===== src/include/dma_target_settings.svh =====
// Field positions assume a 34-bit flit with a 2-bit type on top; all sizes count 32-bit words
`ifndef DMA_TARGET_SETTINGS_SVH
`define DMA_TARGET_SETTINGS_SVH

// Bus and network widths
`define ADDR_WIDTH 32
`define DATA_WIDTH 32
`define FLIT_WIDTH 34

// Flit type and flit content
`define FLIT_TYPE_MSB 33
`define FLIT_TYPE_LSB 32
`define FLIT_CONTENT_MSB 31
`define FLIT_CONTENT_LSB 0

// Header flit fields
`define DEST_MSB 31
`define DEST_LSB 27
`define CLASS_MSB 26
`define CLASS_LSB 24
`define SOURCE_MSB 23
`define SOURCE_LSB 19
`define PACKET_ID_MSB 18
`define PACKET_ID_LSB 15
`define PACKET_TYPE_MSB 14
`define PACKET_TYPE_LSB 13
// Request-last on requests, response-last on responses
`define LAST_BIT 12
// Word count
`define SIZE_MSB 11
`define SIZE_LSB 0

// Max flits per network packet
`define NOC_PACKET_SIZE 16
// Header and address flit take two slots
`define MAX_PAYLOAD (`NOC_PACKET_SIZE - 2)

// This tile and its traffic class
`define TILE_ID 5'd3
`define CLASS_DMA 3'd6

`endif


===== src/logic/dma_target_pkg.sv =====
// Types follow the flit layout of the settings header; enum encodings are fixed by the NoC protocol
`default_nettype none

`include "dma_target_settings.svh"

package dma_target_pkg;

  // Data types
  typedef logic [`FLIT_WIDTH-1:0] flit_t;
  typedef logic [`ADDR_WIDTH-1:0] addr_t;
  typedef logic [`DATA_WIDTH-1:0] word_t;
  typedef logic [`DEST_MSB-`DEST_LSB:0] tile_t;
  typedef logic [`PACKET_ID_MSB-`PACKET_ID_LSB:0] pkt_id_t;
  // Word count, same width as the size field
  typedef logic [`SIZE_MSB-`SIZE_LSB:0] wsize_t;

  // Flit type, top two bits of every flit
  typedef enum logic [1:0] {
    PAYLOAD = 2'd0,
    HEADER  = 2'd1,
    LAST    = 2'd2,
    SINGLE  = 2'd3
  } flit_type_e;

  // DMA packet type in the header
  typedef enum logic [1:0] {
    L2R_REQ  = 2'd0,
    R2L_REQ  = 2'd1,
    L2R_RESP = 2'd2,
    R2L_RESP = 2'd3
  } packet_type_e;

  // Control FSM states
  typedef enum logic [3:0] {
    IDLE,
    // Write path
    L2R_GETADDR,
    L2R_DATA,
    L2R_SENDRESP,
    // Read path
    R2L_GETLADDR,
    R2L_GETRADDR,
    R2L_GENHDR,
    R2L_GENADDR,
    R2L_DATA
  } state_e;

endpackage

`default_nettype wire


===== src/logic/dma_req_if.sv =====
// Strobes are single-cycle pulses; captured fields update one clock after the strobe
`timescale 1ns/1ps
`default_nettype none

interface dma_req_if
  import dma_target_pkg::*;
();

  // Capture strobes from the FSM
  logic    cap_header;
  logic    cap_laddr;
  logic    cap_raddr;
  logic    addr_step;

  // Fields of the current request
  logic    end_of_request;
  tile_t   src_tile;
  pkt_id_t packet_id;
  wsize_t  resp_wsize;
  addr_t   local_addr;
  addr_t   remote_addr;

  modport regs (
    input  cap_header, cap_laddr, cap_raddr, addr_step,
    output end_of_request, src_tile, packet_id, resp_wsize, local_addr, remote_addr
  );

  modport ctrl (
    output cap_header, cap_laddr, cap_raddr, addr_step,
    input  end_of_request, src_tile, packet_id, resp_wsize, local_addr, remote_addr
  );

endinterface

`default_nettype wire


===== src/logic/dma_request_regs.sv =====
// Captures from in_flit on FSM strobes only; local address steps by 4, so word-aligned access only
`timescale 1ns/1ps
`default_nettype none

`include "dma_target_settings.svh"

module dma_request_regs
  import dma_target_pkg::*;
(
  input  logic         clk,
  input  logic         rst,
  input  flit_t        in_flit,
  dma_req_if.regs      req
);

  // Content part of the flit, used for both address flits
  addr_t flit_addr;

  assign flit_addr = in_flit[`FLIT_CONTENT_MSB:`FLIT_CONTENT_LSB];

  //////////////////////////////////////////////////////////////////////
  // Header fields
  //////////////////////////////////////////////////////////////////////

  always_ff @(posedge clk) begin
    if (rst) begin
      req.end_of_request <= 1'b0;
      req.src_tile       <= '0;
      req.packet_id      <= '0;
      req.resp_wsize     <= '0;
    end else if (req.cap_header) begin
      // Ack only when the sender flagged the last request packet
      req.end_of_request <= in_flit[`LAST_BIT];
      // Response goes back to the sender
      req.src_tile       <= in_flit[`SOURCE_MSB:`SOURCE_LSB];
      req.packet_id      <= in_flit[`PACKET_ID_MSB:`PACKET_ID_LSB];
      // Word count of the request
      req.resp_wsize     <= in_flit[`SIZE_MSB:`SIZE_LSB];
    end
  end

  //////////////////////////////////////////////////////////////////////
  // Addresses
  //////////////////////////////////////////////////////////////////////

  // Local address, loaded from the flit then stepped per bus transfer
  always_ff @(posedge clk) begin
    if (rst) begin
      req.local_addr <= '0;
    end else if (req.cap_laddr) begin
      req.local_addr <= flit_addr;
    end else if (req.addr_step) begin
      // One word per completed transfer
      req.local_addr <= req.local_addr + addr_t'(4);
    end
  end

  // Remote address, base of the response address flits
  always_ff @(posedge clk) begin
    if (rst) begin
      req.remote_addr <= '0;
    end else if (req.cap_raddr) begin
      req.remote_addr <= flit_addr;
    end
  end

endmodule

`default_nettype wire


===== src/logic/dma_read_fifo.sv =====
// Three entries only; push while full is dropped and pop while empty is ignored
`timescale 1ns/1ps
`default_nettype none

module dma_read_fifo
  import dma_target_pkg::*;
(
  input  logic  clk,
  input  logic  rst,
  input  logic  push,
  input  word_t push_data,
  input  logic  pop,
  output word_t pop_data,
  output logic  empty,
  output logic  full
);

  // Entry 0 is the oldest word
  word_t      mem [3];
  // One-hot write position, bit 0 empty, bit 3 full
  logic [3:0] pos;
  logic       push_ok;
  logic       pop_ok;

  assign empty    = pos[0];
  assign full     = pos[3];
  assign pop_data = mem[0];

  assign push_ok = push & ~full;
  assign pop_ok  = pop & ~empty;

  // Write position moves only on a lone push or a lone pop
  always_ff @(posedge clk) begin
    if (rst) begin
      pos <= 4'b0001;
    end else if (push_ok && !pop_ok) begin
      pos <= pos << 1;
    end else if (pop_ok && !push_ok) begin
      pos <= pos >> 1;
    end
  end

  // Storage shifts toward entry 0 on pop
  always_ff @(posedge clk) begin
    for (int i = 0; i < 3; i++) begin
      if (pop_ok) begin
        if (push_ok && pos[i+1]) begin
          // New word lands one slot below the old write position
          mem[i] <= push_data;
        end else if (i < 2) begin
          mem[i] <= mem[i+1];
        end
      end else if (push_ok && pos[i]) begin
        mem[i] <= push_data;
      end
    end
  end

endmodule

`default_nettype wire


===== src/logic/dma_target_fsm.sv =====
// Single-phase bus strobe with read data taken in the hsel & hready cycle; request size must be nonzero
`timescale 1ns/1ps
`default_nettype none

`include "dma_target_settings.svh"

module dma_target_fsm
  import dma_target_pkg::*;
(
  input  logic    clk,
  input  logic    rst,
  input  flit_t   in_flit,
  input  logic    in_valid,
  output logic    in_ready,
  output flit_t   out_flit,
  output logic    out_valid,
  input  logic    out_ready,
  output logic    hsel,
  output logic    hwrite,
  input  logic    hready,
  input  word_t   fifo_data,
  input  logic    fifo_empty,
  input  logic    fifo_full,
  output logic    fifo_push,
  output logic    fifo_pop,
  dma_req_if.ctrl req
);

  localparam wsize_t MAX_WORDS = wsize_t'(`MAX_PAYLOAD);

  state_e       state;
  state_e       state_nxt;
  flit_type_e   in_ftype;
  packet_type_e in_ptype;
  logic         in_is_end;
  logic         start_req;
  logic         in_xfer;
  logic         out_xfer;
  logic         bus_xfer;
  logic         r2l_active;
  // Words of the response already closed in earlier packets
  wsize_t       resp_wcount;
  // Words sent in the current packet, and its size
  wsize_t       pkt_wcount;
  wsize_t       pkt_wsize;
  // Words read from the bus so far
  wsize_t       bus_rcount;
  wsize_t       words_left;
  logic         hdr_last;
  wsize_t       hdr_size;
  logic         pkt_end;

  // Input flit decode
  assign in_ftype  = flit_type_e'(in_flit[`FLIT_TYPE_MSB:`FLIT_TYPE_LSB]);
  assign in_ptype  = packet_type_e'(in_flit[`PACKET_TYPE_MSB:`PACKET_TYPE_LSB]);
  assign in_is_end = (in_ftype == LAST) || (in_ftype == SINGLE);
  assign start_req = (in_ftype == HEADER) && ((in_ptype == L2R_REQ) || (in_ptype == R2L_REQ));

  assign in_xfer  = in_valid & in_ready;
  assign out_xfer = out_valid & out_ready;

  // Packet segmentation
  assign words_left = req.resp_wsize - resp_wcount;
  assign hdr_last   = (words_left <= MAX_WORDS);
  assign hdr_size   = hdr_last ? words_left : MAX_WORDS;
  assign pkt_end    = ((pkt_wcount + wsize_t'(1)) == pkt_wsize);

  //////////////////////////////////////////////////////////////////////
  // Bus strobe and FIFO
  //////////////////////////////////////////////////////////////////////

  // Reads overlap header, address and data flits of the response
  assign r2l_active = (state == R2L_GENHDR) || (state == R2L_GENADDR) || (state == R2L_DATA);

  always_comb begin
    hsel = 1'b0;
    if (state == L2R_DATA) begin
      // Write as soon as a data flit is there
      hsel = in_valid;
    end else if (r2l_active) begin
      // Stop at the request size, pause while FIFO is full
      hsel = (bus_rcount != req.resp_wsize) && !fifo_full;
    end
  end

  assign hwrite   = (state == L2R_DATA);
  assign bus_xfer = hsel & hready;
  assign fifo_push = bus_xfer & ~hwrite;
  assign fifo_pop  = (state == R2L_DATA) & out_xfer;

  // Register block strobes
  assign req.cap_header = (state == IDLE) & in_xfer & start_req;
  assign req.cap_laddr  = ((state == L2R_GETADDR) || (state == R2L_GETLADDR)) & in_xfer;
  assign req.cap_raddr  = (state == R2L_GETRADDR) & in_xfer;
  assign req.addr_step  = bus_xfer;

  //////////////////////////////////////////////////////////////////////
  // Network side
  //////////////////////////////////////////////////////////////////////

  always_comb begin
    in_ready = 1'b0;
    case (state)
      IDLE, L2R_GETADDR, R2L_GETLADDR, R2L_GETRADDR: in_ready = 1'b1;
      // Input stalls together with the bus
      L2R_DATA: in_ready = hready;
      default: in_ready = 1'b0;
    endcase
  end

  always_comb begin
    out_valid = 1'b0;
    out_flit  = '0;
    case (state)
      L2R_SENDRESP: begin
        // One-flit write acknowledge
        out_valid = 1'b1;
        out_flit[`FLIT_TYPE_MSB:`FLIT_TYPE_LSB]     = SINGLE;
        out_flit[`DEST_MSB:`DEST_LSB]               = req.src_tile;
        out_flit[`CLASS_MSB:`CLASS_LSB]             = `CLASS_DMA;
        out_flit[`SOURCE_MSB:`SOURCE_LSB]           = `TILE_ID;
        out_flit[`PACKET_ID_MSB:`PACKET_ID_LSB]     = req.packet_id;
        out_flit[`PACKET_TYPE_MSB:`PACKET_TYPE_LSB] = L2R_RESP;
      end
      R2L_GENHDR: begin
        out_valid = 1'b1;
        out_flit[`FLIT_TYPE_MSB:`FLIT_TYPE_LSB]     = HEADER;
        out_flit[`DEST_MSB:`DEST_LSB]               = req.src_tile;
        out_flit[`CLASS_MSB:`CLASS_LSB]             = `CLASS_DMA;
        out_flit[`SOURCE_MSB:`SOURCE_LSB]           = `TILE_ID;
        out_flit[`PACKET_ID_MSB:`PACKET_ID_LSB]     = req.packet_id;
        out_flit[`PACKET_TYPE_MSB:`PACKET_TYPE_LSB] = R2L_RESP;
        // Last packet of the response when the rest fits
        out_flit[`LAST_BIT]                         = hdr_last;
        out_flit[`SIZE_MSB:`SIZE_LSB]               = hdr_size;
      end
      R2L_GENADDR: begin
        // Remote address of this packet's first word
        out_valid = 1'b1;
        out_flit[`FLIT_TYPE_MSB:`FLIT_TYPE_LSB] = PAYLOAD;
        out_flit[`FLIT_CONTENT_MSB:`FLIT_CONTENT_LSB] =
          req.remote_addr + (addr_t'(resp_wcount) << 2);
      end
      R2L_DATA: begin
        // FIFO head, held until taken
        out_valid = !fifo_empty;
        out_flit[`FLIT_TYPE_MSB:`FLIT_TYPE_LSB] = pkt_end ? LAST : PAYLOAD;
        out_flit[`FLIT_CONTENT_MSB:`FLIT_CONTENT_LSB] = fifo_data;
      end
      default: out_valid = 1'b0;
    endcase
  end

  //////////////////////////////////////////////////////////////////////
  // State transitions
  //////////////////////////////////////////////////////////////////////

  always_comb begin
    state_nxt = state;
    case (state)
      IDLE: begin
        // Anything but a request header is dropped flit by flit
        if (in_xfer && start_req) begin
          state_nxt = (in_ptype == L2R_REQ) ? L2R_GETADDR : R2L_GETLADDR;
        end
      end
      L2R_GETADDR: if (in_xfer) state_nxt = L2R_DATA;
      L2R_DATA: begin
        if (in_xfer && in_is_end) begin
          state_nxt = req.end_of_request ? L2R_SENDRESP : IDLE;
        end
      end
      L2R_SENDRESP: if (out_xfer) state_nxt = IDLE;
      R2L_GETLADDR: if (in_xfer) state_nxt = R2L_GETRADDR;
      R2L_GETRADDR: if (in_xfer) state_nxt = R2L_GENHDR;
      R2L_GENHDR: if (out_xfer) state_nxt = R2L_GENADDR;
      R2L_GENADDR: if (out_xfer) state_nxt = R2L_DATA;
      R2L_DATA: begin
        if (out_xfer && pkt_end) begin
          // Next packet unless the whole response is out
          state_nxt = (resp_wcount + pkt_wsize == req.resp_wsize) ? IDLE : R2L_GENHDR;
        end
      end
      default: state_nxt = IDLE;
    endcase
  end

  always_ff @(posedge clk) begin
    if (rst) begin
      state <= IDLE;
    end else begin
      state <= state_nxt;
    end
  end

  // Word counters
  always_ff @(posedge clk) begin
    if (rst) begin
      resp_wcount <= '0;
      pkt_wcount  <= '0;
      pkt_wsize   <= '0;
      bus_rcount  <= '0;
    end else begin
      if (req.cap_header) begin
        resp_wcount <= '0;
        bus_rcount  <= '0;
      end
      if (fifo_push) begin
        bus_rcount <= bus_rcount + wsize_t'(1);
      end
      // Packet size fixed when its header leaves
      if ((state == R2L_GENHDR) && out_xfer) begin
        pkt_wsize  <= hdr_size;
        pkt_wcount <= '0;
      end
      if (fifo_pop) begin
        pkt_wcount <= pkt_wcount + wsize_t'(1);
        if (pkt_end) begin
          resp_wcount <= resp_wcount + pkt_wsize;
        end
      end
    end
  end

endmodule

`default_nettype wire


===== src/logic/dma_target_top.sv =====
// Single-phase bus: haddr and hwdata are valid in the cycle hsel and hready are both high
`timescale 1ns/1ps
`default_nettype none

`include "dma_target_settings.svh"

module dma_target_top
  import dma_target_pkg::*;
(
  input  logic  clk,
  input  logic  rst,
  // Network input
  input  flit_t noc_in_flit,
  input  logic  noc_in_valid,
  output logic  noc_in_ready,
  // Network output
  output flit_t noc_out_flit,
  output logic  noc_out_valid,
  input  logic  noc_out_ready,
  // Bus master
  output logic  hsel,
  output addr_t haddr,
  output logic  hwrite,
  output word_t hwdata,
  input  word_t hrdata,
  input  logic  hready
);

  // Read data FIFO
  logic  fifo_push;
  logic  fifo_pop;
  word_t fifo_data;
  logic  fifo_empty;
  logic  fifo_full;

  // Request fields between register block and FSM
  dma_req_if req_if ();

  // Bus address tracks the stepped local address
  assign haddr  = req_if.local_addr;
  // Write data straight from the data flit
  assign hwdata = noc_in_flit[`FLIT_CONTENT_MSB:`FLIT_CONTENT_LSB];

  dma_request_regs u_regs (
    .clk     (clk),
    .rst     (rst),
    .in_flit (noc_in_flit),
    .req     (req_if.regs)
  );

  dma_target_fsm u_fsm (
    .clk        (clk),
    .rst        (rst),
    .in_flit    (noc_in_flit),
    .in_valid   (noc_in_valid),
    .in_ready   (noc_in_ready),
    .out_flit   (noc_out_flit),
    .out_valid  (noc_out_valid),
    .out_ready  (noc_out_ready),
    .hsel       (hsel),
    .hwrite     (hwrite),
    .hready     (hready),
    .fifo_data  (fifo_data),
    .fifo_empty (fifo_empty),
    .fifo_full  (fifo_full),
    .fifo_push  (fifo_push),
    .fifo_pop   (fifo_pop),
    .req        (req_if.ctrl)
  );

  dma_read_fifo u_fifo (
    .clk       (clk),
    .rst       (rst),
    .push      (fifo_push),
    .push_data (hrdata),
    .pop       (fifo_pop),
    .pop_data  (fifo_data),
    .empty     (fifo_empty),
    .full      (fifo_full)
  );

endmodule

`default_nettype wire


===== config.mk =====
export PLATFORM = sky130hd
export DESIGN_NAME = dma_target_top
export DESIGN_NICKNAME = d
export VERILOG_FILES = /design/src/logic/dma_target_pkg.sv /design/src/logic/dma_req_if.sv /design/src/logic/dma_request_regs.sv /design/src/logic/dma_read_fifo.sv /design/src/logic/dma_target_fsm.sv /design/src/logic/dma_target_top.sv
export VERILOG_INCLUDE_DIRS = /design/src /design/src/include
export SDC_FILE = /design/constraint.sdc
export NUM_CORES = 1
export LEC_CHECK = 0
export ABC_AREA = 1
export BUFFER_PORTS_ARGS = -buffer_cell sky130_fd_sc_hd__buf_4
export CORE_UTILIZATION = 59
export CTS_CLUSTER_SIZE = 28
export DETAILED_ROUTE_END_ITERATION = 16
export GPL_ROUTABILITY_DRIVEN = 0
export PLACE_DENSITY = 0.81
export SYNTH_ARGS = -nofsm -noshare
export SYNTH_HDL_FRONTEND = slang
export SYNTH_SLANG_ARGS = --single-unit

===== constraint.sdc =====
create_clock -name clk -period 6 [get_ports clk]
set_input_delay 0.3 -clock clk [delete_from_list [all_inputs] [get_ports clk]]
set_output_delay 0.3 -clock clk [all_outputs]
set_load 0.05 [all_outputs]

# Word level (Yosys, flattened, before mapping)

Memories as Yosys holds them, arrays and structs flattened.
Index checks and enable logic that the tools add are counted.

Add/subtract/negate cells: 6
Mux-type cells: 59
Equal/unequal tests: 24
Bitwise logic cells: 19
Reductions and logical operators: 30
$lt $le $gt $ge: 1

Operator list:

| kind                                                                    | number |
|---|---|
| 32-bit 2-to-1 mux                                                       | 7 |
| 12-bit 2-to-1 mux                                                       | 8 |
| 21-bit one-hot mux with 4 select lines                                  | 1 |
| 4-bit 2-to-1 mux                                                        | 11 |
| 13-bit one-hot mux with 3 select lines                                  | 1 |
| 4-bit one-hot mux with 9 select lines                                   | 1 |
| 32-bit by 14-bit adder with 32-bit output                               | 1 |
| 32-bit by 3-bit adder with 32-bit output (second input constant)        | 1 |
| 12-bit by 1-bit adder with 12-bit output (second input constant)        | 2 |
| 12-bit equality test                                                    | 2 |
| 1-bit 2-to-1 mux                                                        | 24 |
| 4-bit by 3-bit equality test with 1-bit output (second input constant)  | 4 |
| 12-bit adder                                                            | 1 |
| 12-bit by 4-bit <= comparator with 1-bit output (second input constant) | 1 |
| 1-bit logical AND                                                       | 12 |
| 12-bit != test                                                          | 1 |
| 2-bit by 1-bit != test with 1-bit output (second input constant)        | 6 |
| 12-bit subtractor                                                       | 1 |
| 1-bit bitwise AND                                                       | 11 |
| 9-bit AND reduction                                                     | 1 |
| 4-bit by 2-bit equality test with 1-bit output (second input constant)  | 2 |
| 2-bit nonzero test                                                      | 4 |
| 3-bit 2-to-1 mux                                                        | 2 |
| 2-bit != test (second input constant)                                   | 3 |
| other kinds (14)                                                        | 31 |

Input bits: 71
Memories: 1
RAM bits: 96
Word-level logic and storage cells: 152
Register bits: 142

Memories:

| memory     | words | bits a word | read ports | clocked after Yosys merged registers in | write ports | RTL line            | source |
|---|---|---|---|---|---|---|---|
| u_fifo.mem | 3     | 32          | 3          | 0                                       | 3           | dma_read_fifo.sv:19 | `word_t mem [3];` |

# Depth between registers and ports, before layout

Word-level depth: 14
Depth in mapped cells: 20

# By module

From an unflattened synthesis, not the netlist that was laid out.

Cell total of the unflattened synthesis: 2,001
Area total of the unflattened synthesis: 14,420.1 um2

By module, submodules not included:

| module           | instances | area each (um2) | cells each | sequential area each (um2) |
|---|---|---|---|---|
| dma_target_fsm   | 1         | 6,175.9         | 1,077      | 1,041.0 |
| dma_read_fifo    | 1         | 4,073.9         | 348        | 2,962.8 |
| dma_request_regs | 1         | 3,930.0         | 544        | 1,721.7 |
| dma_target_top   | 1         | 240.2           | 32         | 0.0 |

# Least setup slack after synthesis

OpenSTA, ideal clock, no wires.

Kind: register to register
Start point: reg u_fsm.state[1]
End point: mem u_fifo.mem[0][0] (netlist bit), enable pin
Path slack: 1,393 ps
Arrival time: 4,141 ps
Setup time: 466 ps
Stages on the path, launching flop included: 12
Cell sequence: dfxtp_1 -> buf_4 -> nor2_2 -> inv_2 -> nor3_4 -> inv_2 -> o21ai_0 -> nand3_1 -> nand2_2 -> nand3_1 -> clkbuf_1 -> o21ai_0

RTL lines:

| item                   | RTL line              | source |
|---|---|---|
| from (decl)            | dma_target_fsm.sv:31  | `state_e state;` |
| from (signal assigned) | dma_target_fsm.sv:192 | `state <= state_nxt;` |
| to (decl)              | dma_read_fifo.sv:19   |  |

==> results.yml <==
status:
  outcome: "finished, final reports clean"
clock_tree:
  clock_sinks: 238
  cts.reportedPaths.clkPinSlew_ns: 0.06
  h-tree-depth: 1
  insertion_delay_ns: 0.55
  cts_buffer_depth: 3
  cts_inserted_buffers: 26
  cts_resized: 0
  cts_tree: "built"
  root_buffer: "sky130_fd_sc_hd__clkbuf_16"
finish:
  mostFrequentLayoutCell: "sky130_fd_sc_hd__nand2_1"
  syn2layout_area_growth_pct: 16.5
  final_cell_mix: "547 x sky130_fd_sc_hd__nand2_1, 239 x sky130_fd_sc_hd__nand3_1, 183 x sky130_fd_sc_hd__inv_1, 183 x sky130_fd_sc_hd__buf_4, 156 x sky130_fd_sc_hd__a21oi_1"
  final_layout_size_suffix_gt1_share_pct: 12.7
  layout.filler_cells: 1937
  nets: 2232
  n_antenna_cell: 0
sta:
  final_max_slew_viol_count: 0
  maxSlewHeadroom_pct: 21.7
  fmax_mhz: 248
  clock-skew-final_ns: 0.0230
  grt_setup_unrepaired: "false"
  totalNegativeSetupSlack_ns: 0
  timing.final.crit_share_pct: 67.2
  timing.final.ws_setup_ns: 1.97
  worst_slew_pin_slew_ns: 1.17
  setup-violations-final: 0
  finalHoldViolations: 0
  finalCriticalPeriod_ns: 4.03
yosys:
  yosysUniqueCellTypes: 52
  postSynth.topFlopCell: "sky130_fd_sc_hd__dfxtp_1"
  synthesized_netlist_cell_count: 1987
  synth.ff_latch_count: 238
  seq_area_frac_synth_pct: 40.2
  yosys_warnings: 0
  mappedNetlistNets: 2099
  synth_edf_count: 96
  syn_area_per_cell_um2: 7.17
  post_synth_instance_area_um2: 14200
  ys_async_sr_fraction_pct: 0
global_route:
  track_usage_pct: 33.6
  globalRoute.totalOverflow: 0
  antenna_found_initial: 0
  first_global_vias: 13217
  grt_pass1_wl_um: 65500
  pin_count_of_the_biggest_net_entering_global_routing: 88
worst_hold_path:
  timing.hold.worst.class: "input port to register"
  sink_of_the_worst_hold_path: "u_regs.req.local_addr[1]$_SDFFE_PP0P_"
  worstHoldStart: "noc_in_flit[1]"
  min_delay_path_depth: 3
critical_path:
  critical_path_required_ns: 6.41
  worstPathMaxFanout: 44
  worstPathArrival_ns: 4.44
  cp_cell_sequence: "nor2_2 -> inv_2 -> nor3_4 -> buf_4 -> inv_2 -> o21ai_0 -> nand3_1 -> nand2_2 -> nand4_2 -> nand2_1 -> nand2_1 -> nand2_1"
  ff2ff_path_depth: 12
  criticalPathCategory: "register to register"
  critical_path.endpoint_type: "register"
  timing.rr.start: "u_fsm.state[0]$_SDFFE_PP0P_"
  cpMaxStageDelayCell: "sky130_fd_sc_hd__nand2_1"
  setup.reg_to_reg.worst_slack_ns: 1.97
  regToRegEndpoint: "u_fifo.mem[1][30]$_DFFE_PP_"
  critPathMaxStageDelay_ns: 1.26
  cpMostUsedCell: "sky130_fd_sc_hd__nand2_1"
  cp-start-kind: "register"
power:
  power-per-cell-area_nw_per_um2: 288
  netSwitchingFraction_pct: 35.7
  power_frac_comb_pct: 28.6
  pwr-share-clk_pct: 32.9
  power_report.internal_total_w: 0.00307
  switchingPower_w: 0.00171
  leakagePower_nw: 7.08
  irDropWorstVdd_mv: 0.256
  sequential_group_share_of_total_power_pct: 38.5
floorplan:
  initial_utilization_pct: 60.5
  std_cell_rows: 56
  die_height_um: 157
  dieArea_um2: 24800
  i_o_pin_total: 173
  die_width_um: 157
  core-area_um2: 23500
placed_design:
  pre_cts_slack_ns: 2.12
  dp_hpwl_um: 29200
  io_buffer_count: 172
route:
  drt.antenna.violating_nets: 0
  vias: 14131
  initialDrtViolationCount: 1423
  drt-vias-per-instance: 5.76
  post_drt_wl_per_cell_um: 16.9
  remaining_drc_errors: 0
  postRouteWirelength_um: 41600
  drt-pass1-iter-count: 7
job:
  cap_violations: 0
## power by group through the flow
stage | combinational, W | clock (W) | sequential [W]
5_1_grt | 0.00146 | 0.00165 | 0.00185
3_5_place_dp | 0.00132 | 0 | 0.00187
2_1_floorplan | 0.000891 | 0 | 0.00192
4_1_cts | 0.00135 | 0.00159 | 0.00184
6_report | 0.00137 | 0.00157 | 0.00184
3_3_place_gp | 0.00130 | 0 | 0.00187
## critical path, delay by kind of cell, from the launching register on
kind                   cells  cell delay [ns]
and+or+nand+nor            8             2.88
AOI/OAI and AO/OA          1             0.08
DFF                        1             0.38
buffers and inverters      3             0.56
## state kept, by name, summed over array words and instances (netlist names)
| signal | count |
|---|---|
| u_fsm.bus_rcount | 12 |
| u_regs.req.end_of_request | 1 |
| u_fsm.pkt_wsize | 12 |
| u_regs.req.src_tile | 5 |
| u_regs.req.local_addr | 32 |
| u_fsm.state | 4 |
| u_regs.req.packet_id | 4 |
| u_fifo.mem | 96 |
| u_regs.req.remote_addr | 32 |
| u_fsm.resp_wcount | 12 |
| u_fsm.pkt_wcount | 12 |
| u_regs.req.resp_wsize | 12 |
| u_fifo.pos | 4 |
## worst max-delay path by stage
stage                                startpoint                          end  slack [ns]
CTS                 u_fsm.state[1]$_SDFFE_PP0P_  u_fifo.mem[1][30]$_DFFE_PP_        2.08
floorplan           u_fsm.state[1]$_SDFFE_PP0P_   u_fifo.mem[0][0]$_DFFE_PP_        1.39
detailed placement  u_fsm.state[1]$_SDFFE_PP0P_  u_fifo.mem[1][12]$_DFFE_PP_        2.12
global placement    u_fsm.state[1]$_SDFFE_PP0P_  u_fifo.mem[1][29]$_DFFE_PP_        2.34
finish              u_fsm.state[0]$_SDFFE_PP0P_  u_fifo.mem[1][30]$_DFFE_PP_        1.97
global route        u_fsm.state[0]$_SDFFE_PP0P_  u_fifo.mem[1][17]$_DFFE_PP_        1.66
## layer usage
metal  track usage [%]  vias to the layer above  routed length, um
met1              41.4                     6468              16000
li1                  -                     6815                  -
met5                 0                        -                  0
met4              14.4                        0               1670
met3              4.60                      146               3510
met2              58.5                      702              20400
## stage by stage
| stage | hold slack (ns) | cells | util, % | cell area [um2] | total power [W] |
|---|---|---|---|---|---|
| after CTS | 0.0409 | 2455 | 70.5 | 16600 | 0.00477 |
| after detailed placement | 0.441 | 2378 | 65.6 | 15400 | 0.00319 |
| after floorplan | 0.399 | 1987 | - | 14200 | 0.00281 |
| final | 0.0579 | 2455 | 70.5 | 16600 | 0.00478 |
| after global routing | 0.0489 | 2455 | 70.5 | 16600 | 0.00496 |
| after global placement | 0.437 | 2378 | 65.6 | 15400 | 0.00317 |
## cell usage after synthesis (4+ instances only)
library cell | instances | area, um2
sky130_fd_sc_hd__nand2_1 | 547 | 2050
sky130_fd_sc_hd__nand3_1 | 240 | 1200
sky130_fd_sc_hd__inv_1 | 184 | 691
sky130_fd_sc_hd__a21oi_1 | 156 | 781
sky130_fd_sc_hd__nor2_1 | 151 | 567
sky130_fd_sc_hd__dfxtp_1 | 142 | 2840
sky130_fd_sc_hd__o21ai_0 | 102 | 510
sky130_fd_sc_hd__edfxtp_1 | 96 | 2880
sky130_fd_sc_hd__clkbuf_1 | 48 | 180
sky130_fd_sc_hd__xor2_1 | 43 | 377
sky130_fd_sc_hd__ha_1 | 38 | 475
sky130_fd_sc_hd__buf_4 | 34 | 255
sky130_fd_sc_hd__nor3_1 | 27 | 135
sky130_fd_sc_hd__nand4_1 | 26 | 163
sky130_fd_sc_hd__buf_2 | 20 | 100
sky130_fd_sc_hd__xnor2_1 | 19 | 166
sky130_fd_sc_hd__inv_2 | 11 | 41.3
sky130_fd_sc_hd__nor2_2 | 9 | 56.3
sky130_fd_sc_hd__a22oi_1 | 7 | 52.6
sky130_fd_sc_hd__buf_1 | 7 | 26.3
sky130_fd_sc_hd__nand2_2 | 7 | 43.8
sky130_fd_sc_hd__nand3b_1 | 7 | 52.6
sky130_fd_sc_hd__nor4_1 | 6 | 37.5
sky130_fd_sc_hd__or2_2 | 5 | 31.3
sky130_fd_sc_hd__o21ai_1 | 4 | 20.0
sky130_fd_sc_hd__o21bai_1 | 4 | 30.0
## area by class of cell
class	instances	area [um2]	share of cell area [%]
clock buffer	32	673	4.06
clock inverter	12	145	0.874
inverter	196	736	4.43
multi-input combinational	1442	7220	43.5
sequential	238	5730	34.5
tap	319	399	2.40
timing repair buffer	216	1700	10.3
## cell families after synthesis
logic type,share of synthesized area (%)
AOI/OAI and AO/OA,11.3
xor gates and xnor gates,3.81
adders and majority gates,3.76
buffers and inverters,9.27
DFF,40.2
muxes,0.158
and+or+nand+nor,31.6
## timing repair
item	CTS	global route
endpoints found under the setup margin	0	0
hold buffers	33	0
endpoints found under the hold margin	34	0
setup buffers	0	0
No activity file was read; power rests on OpenSTA's default activity.
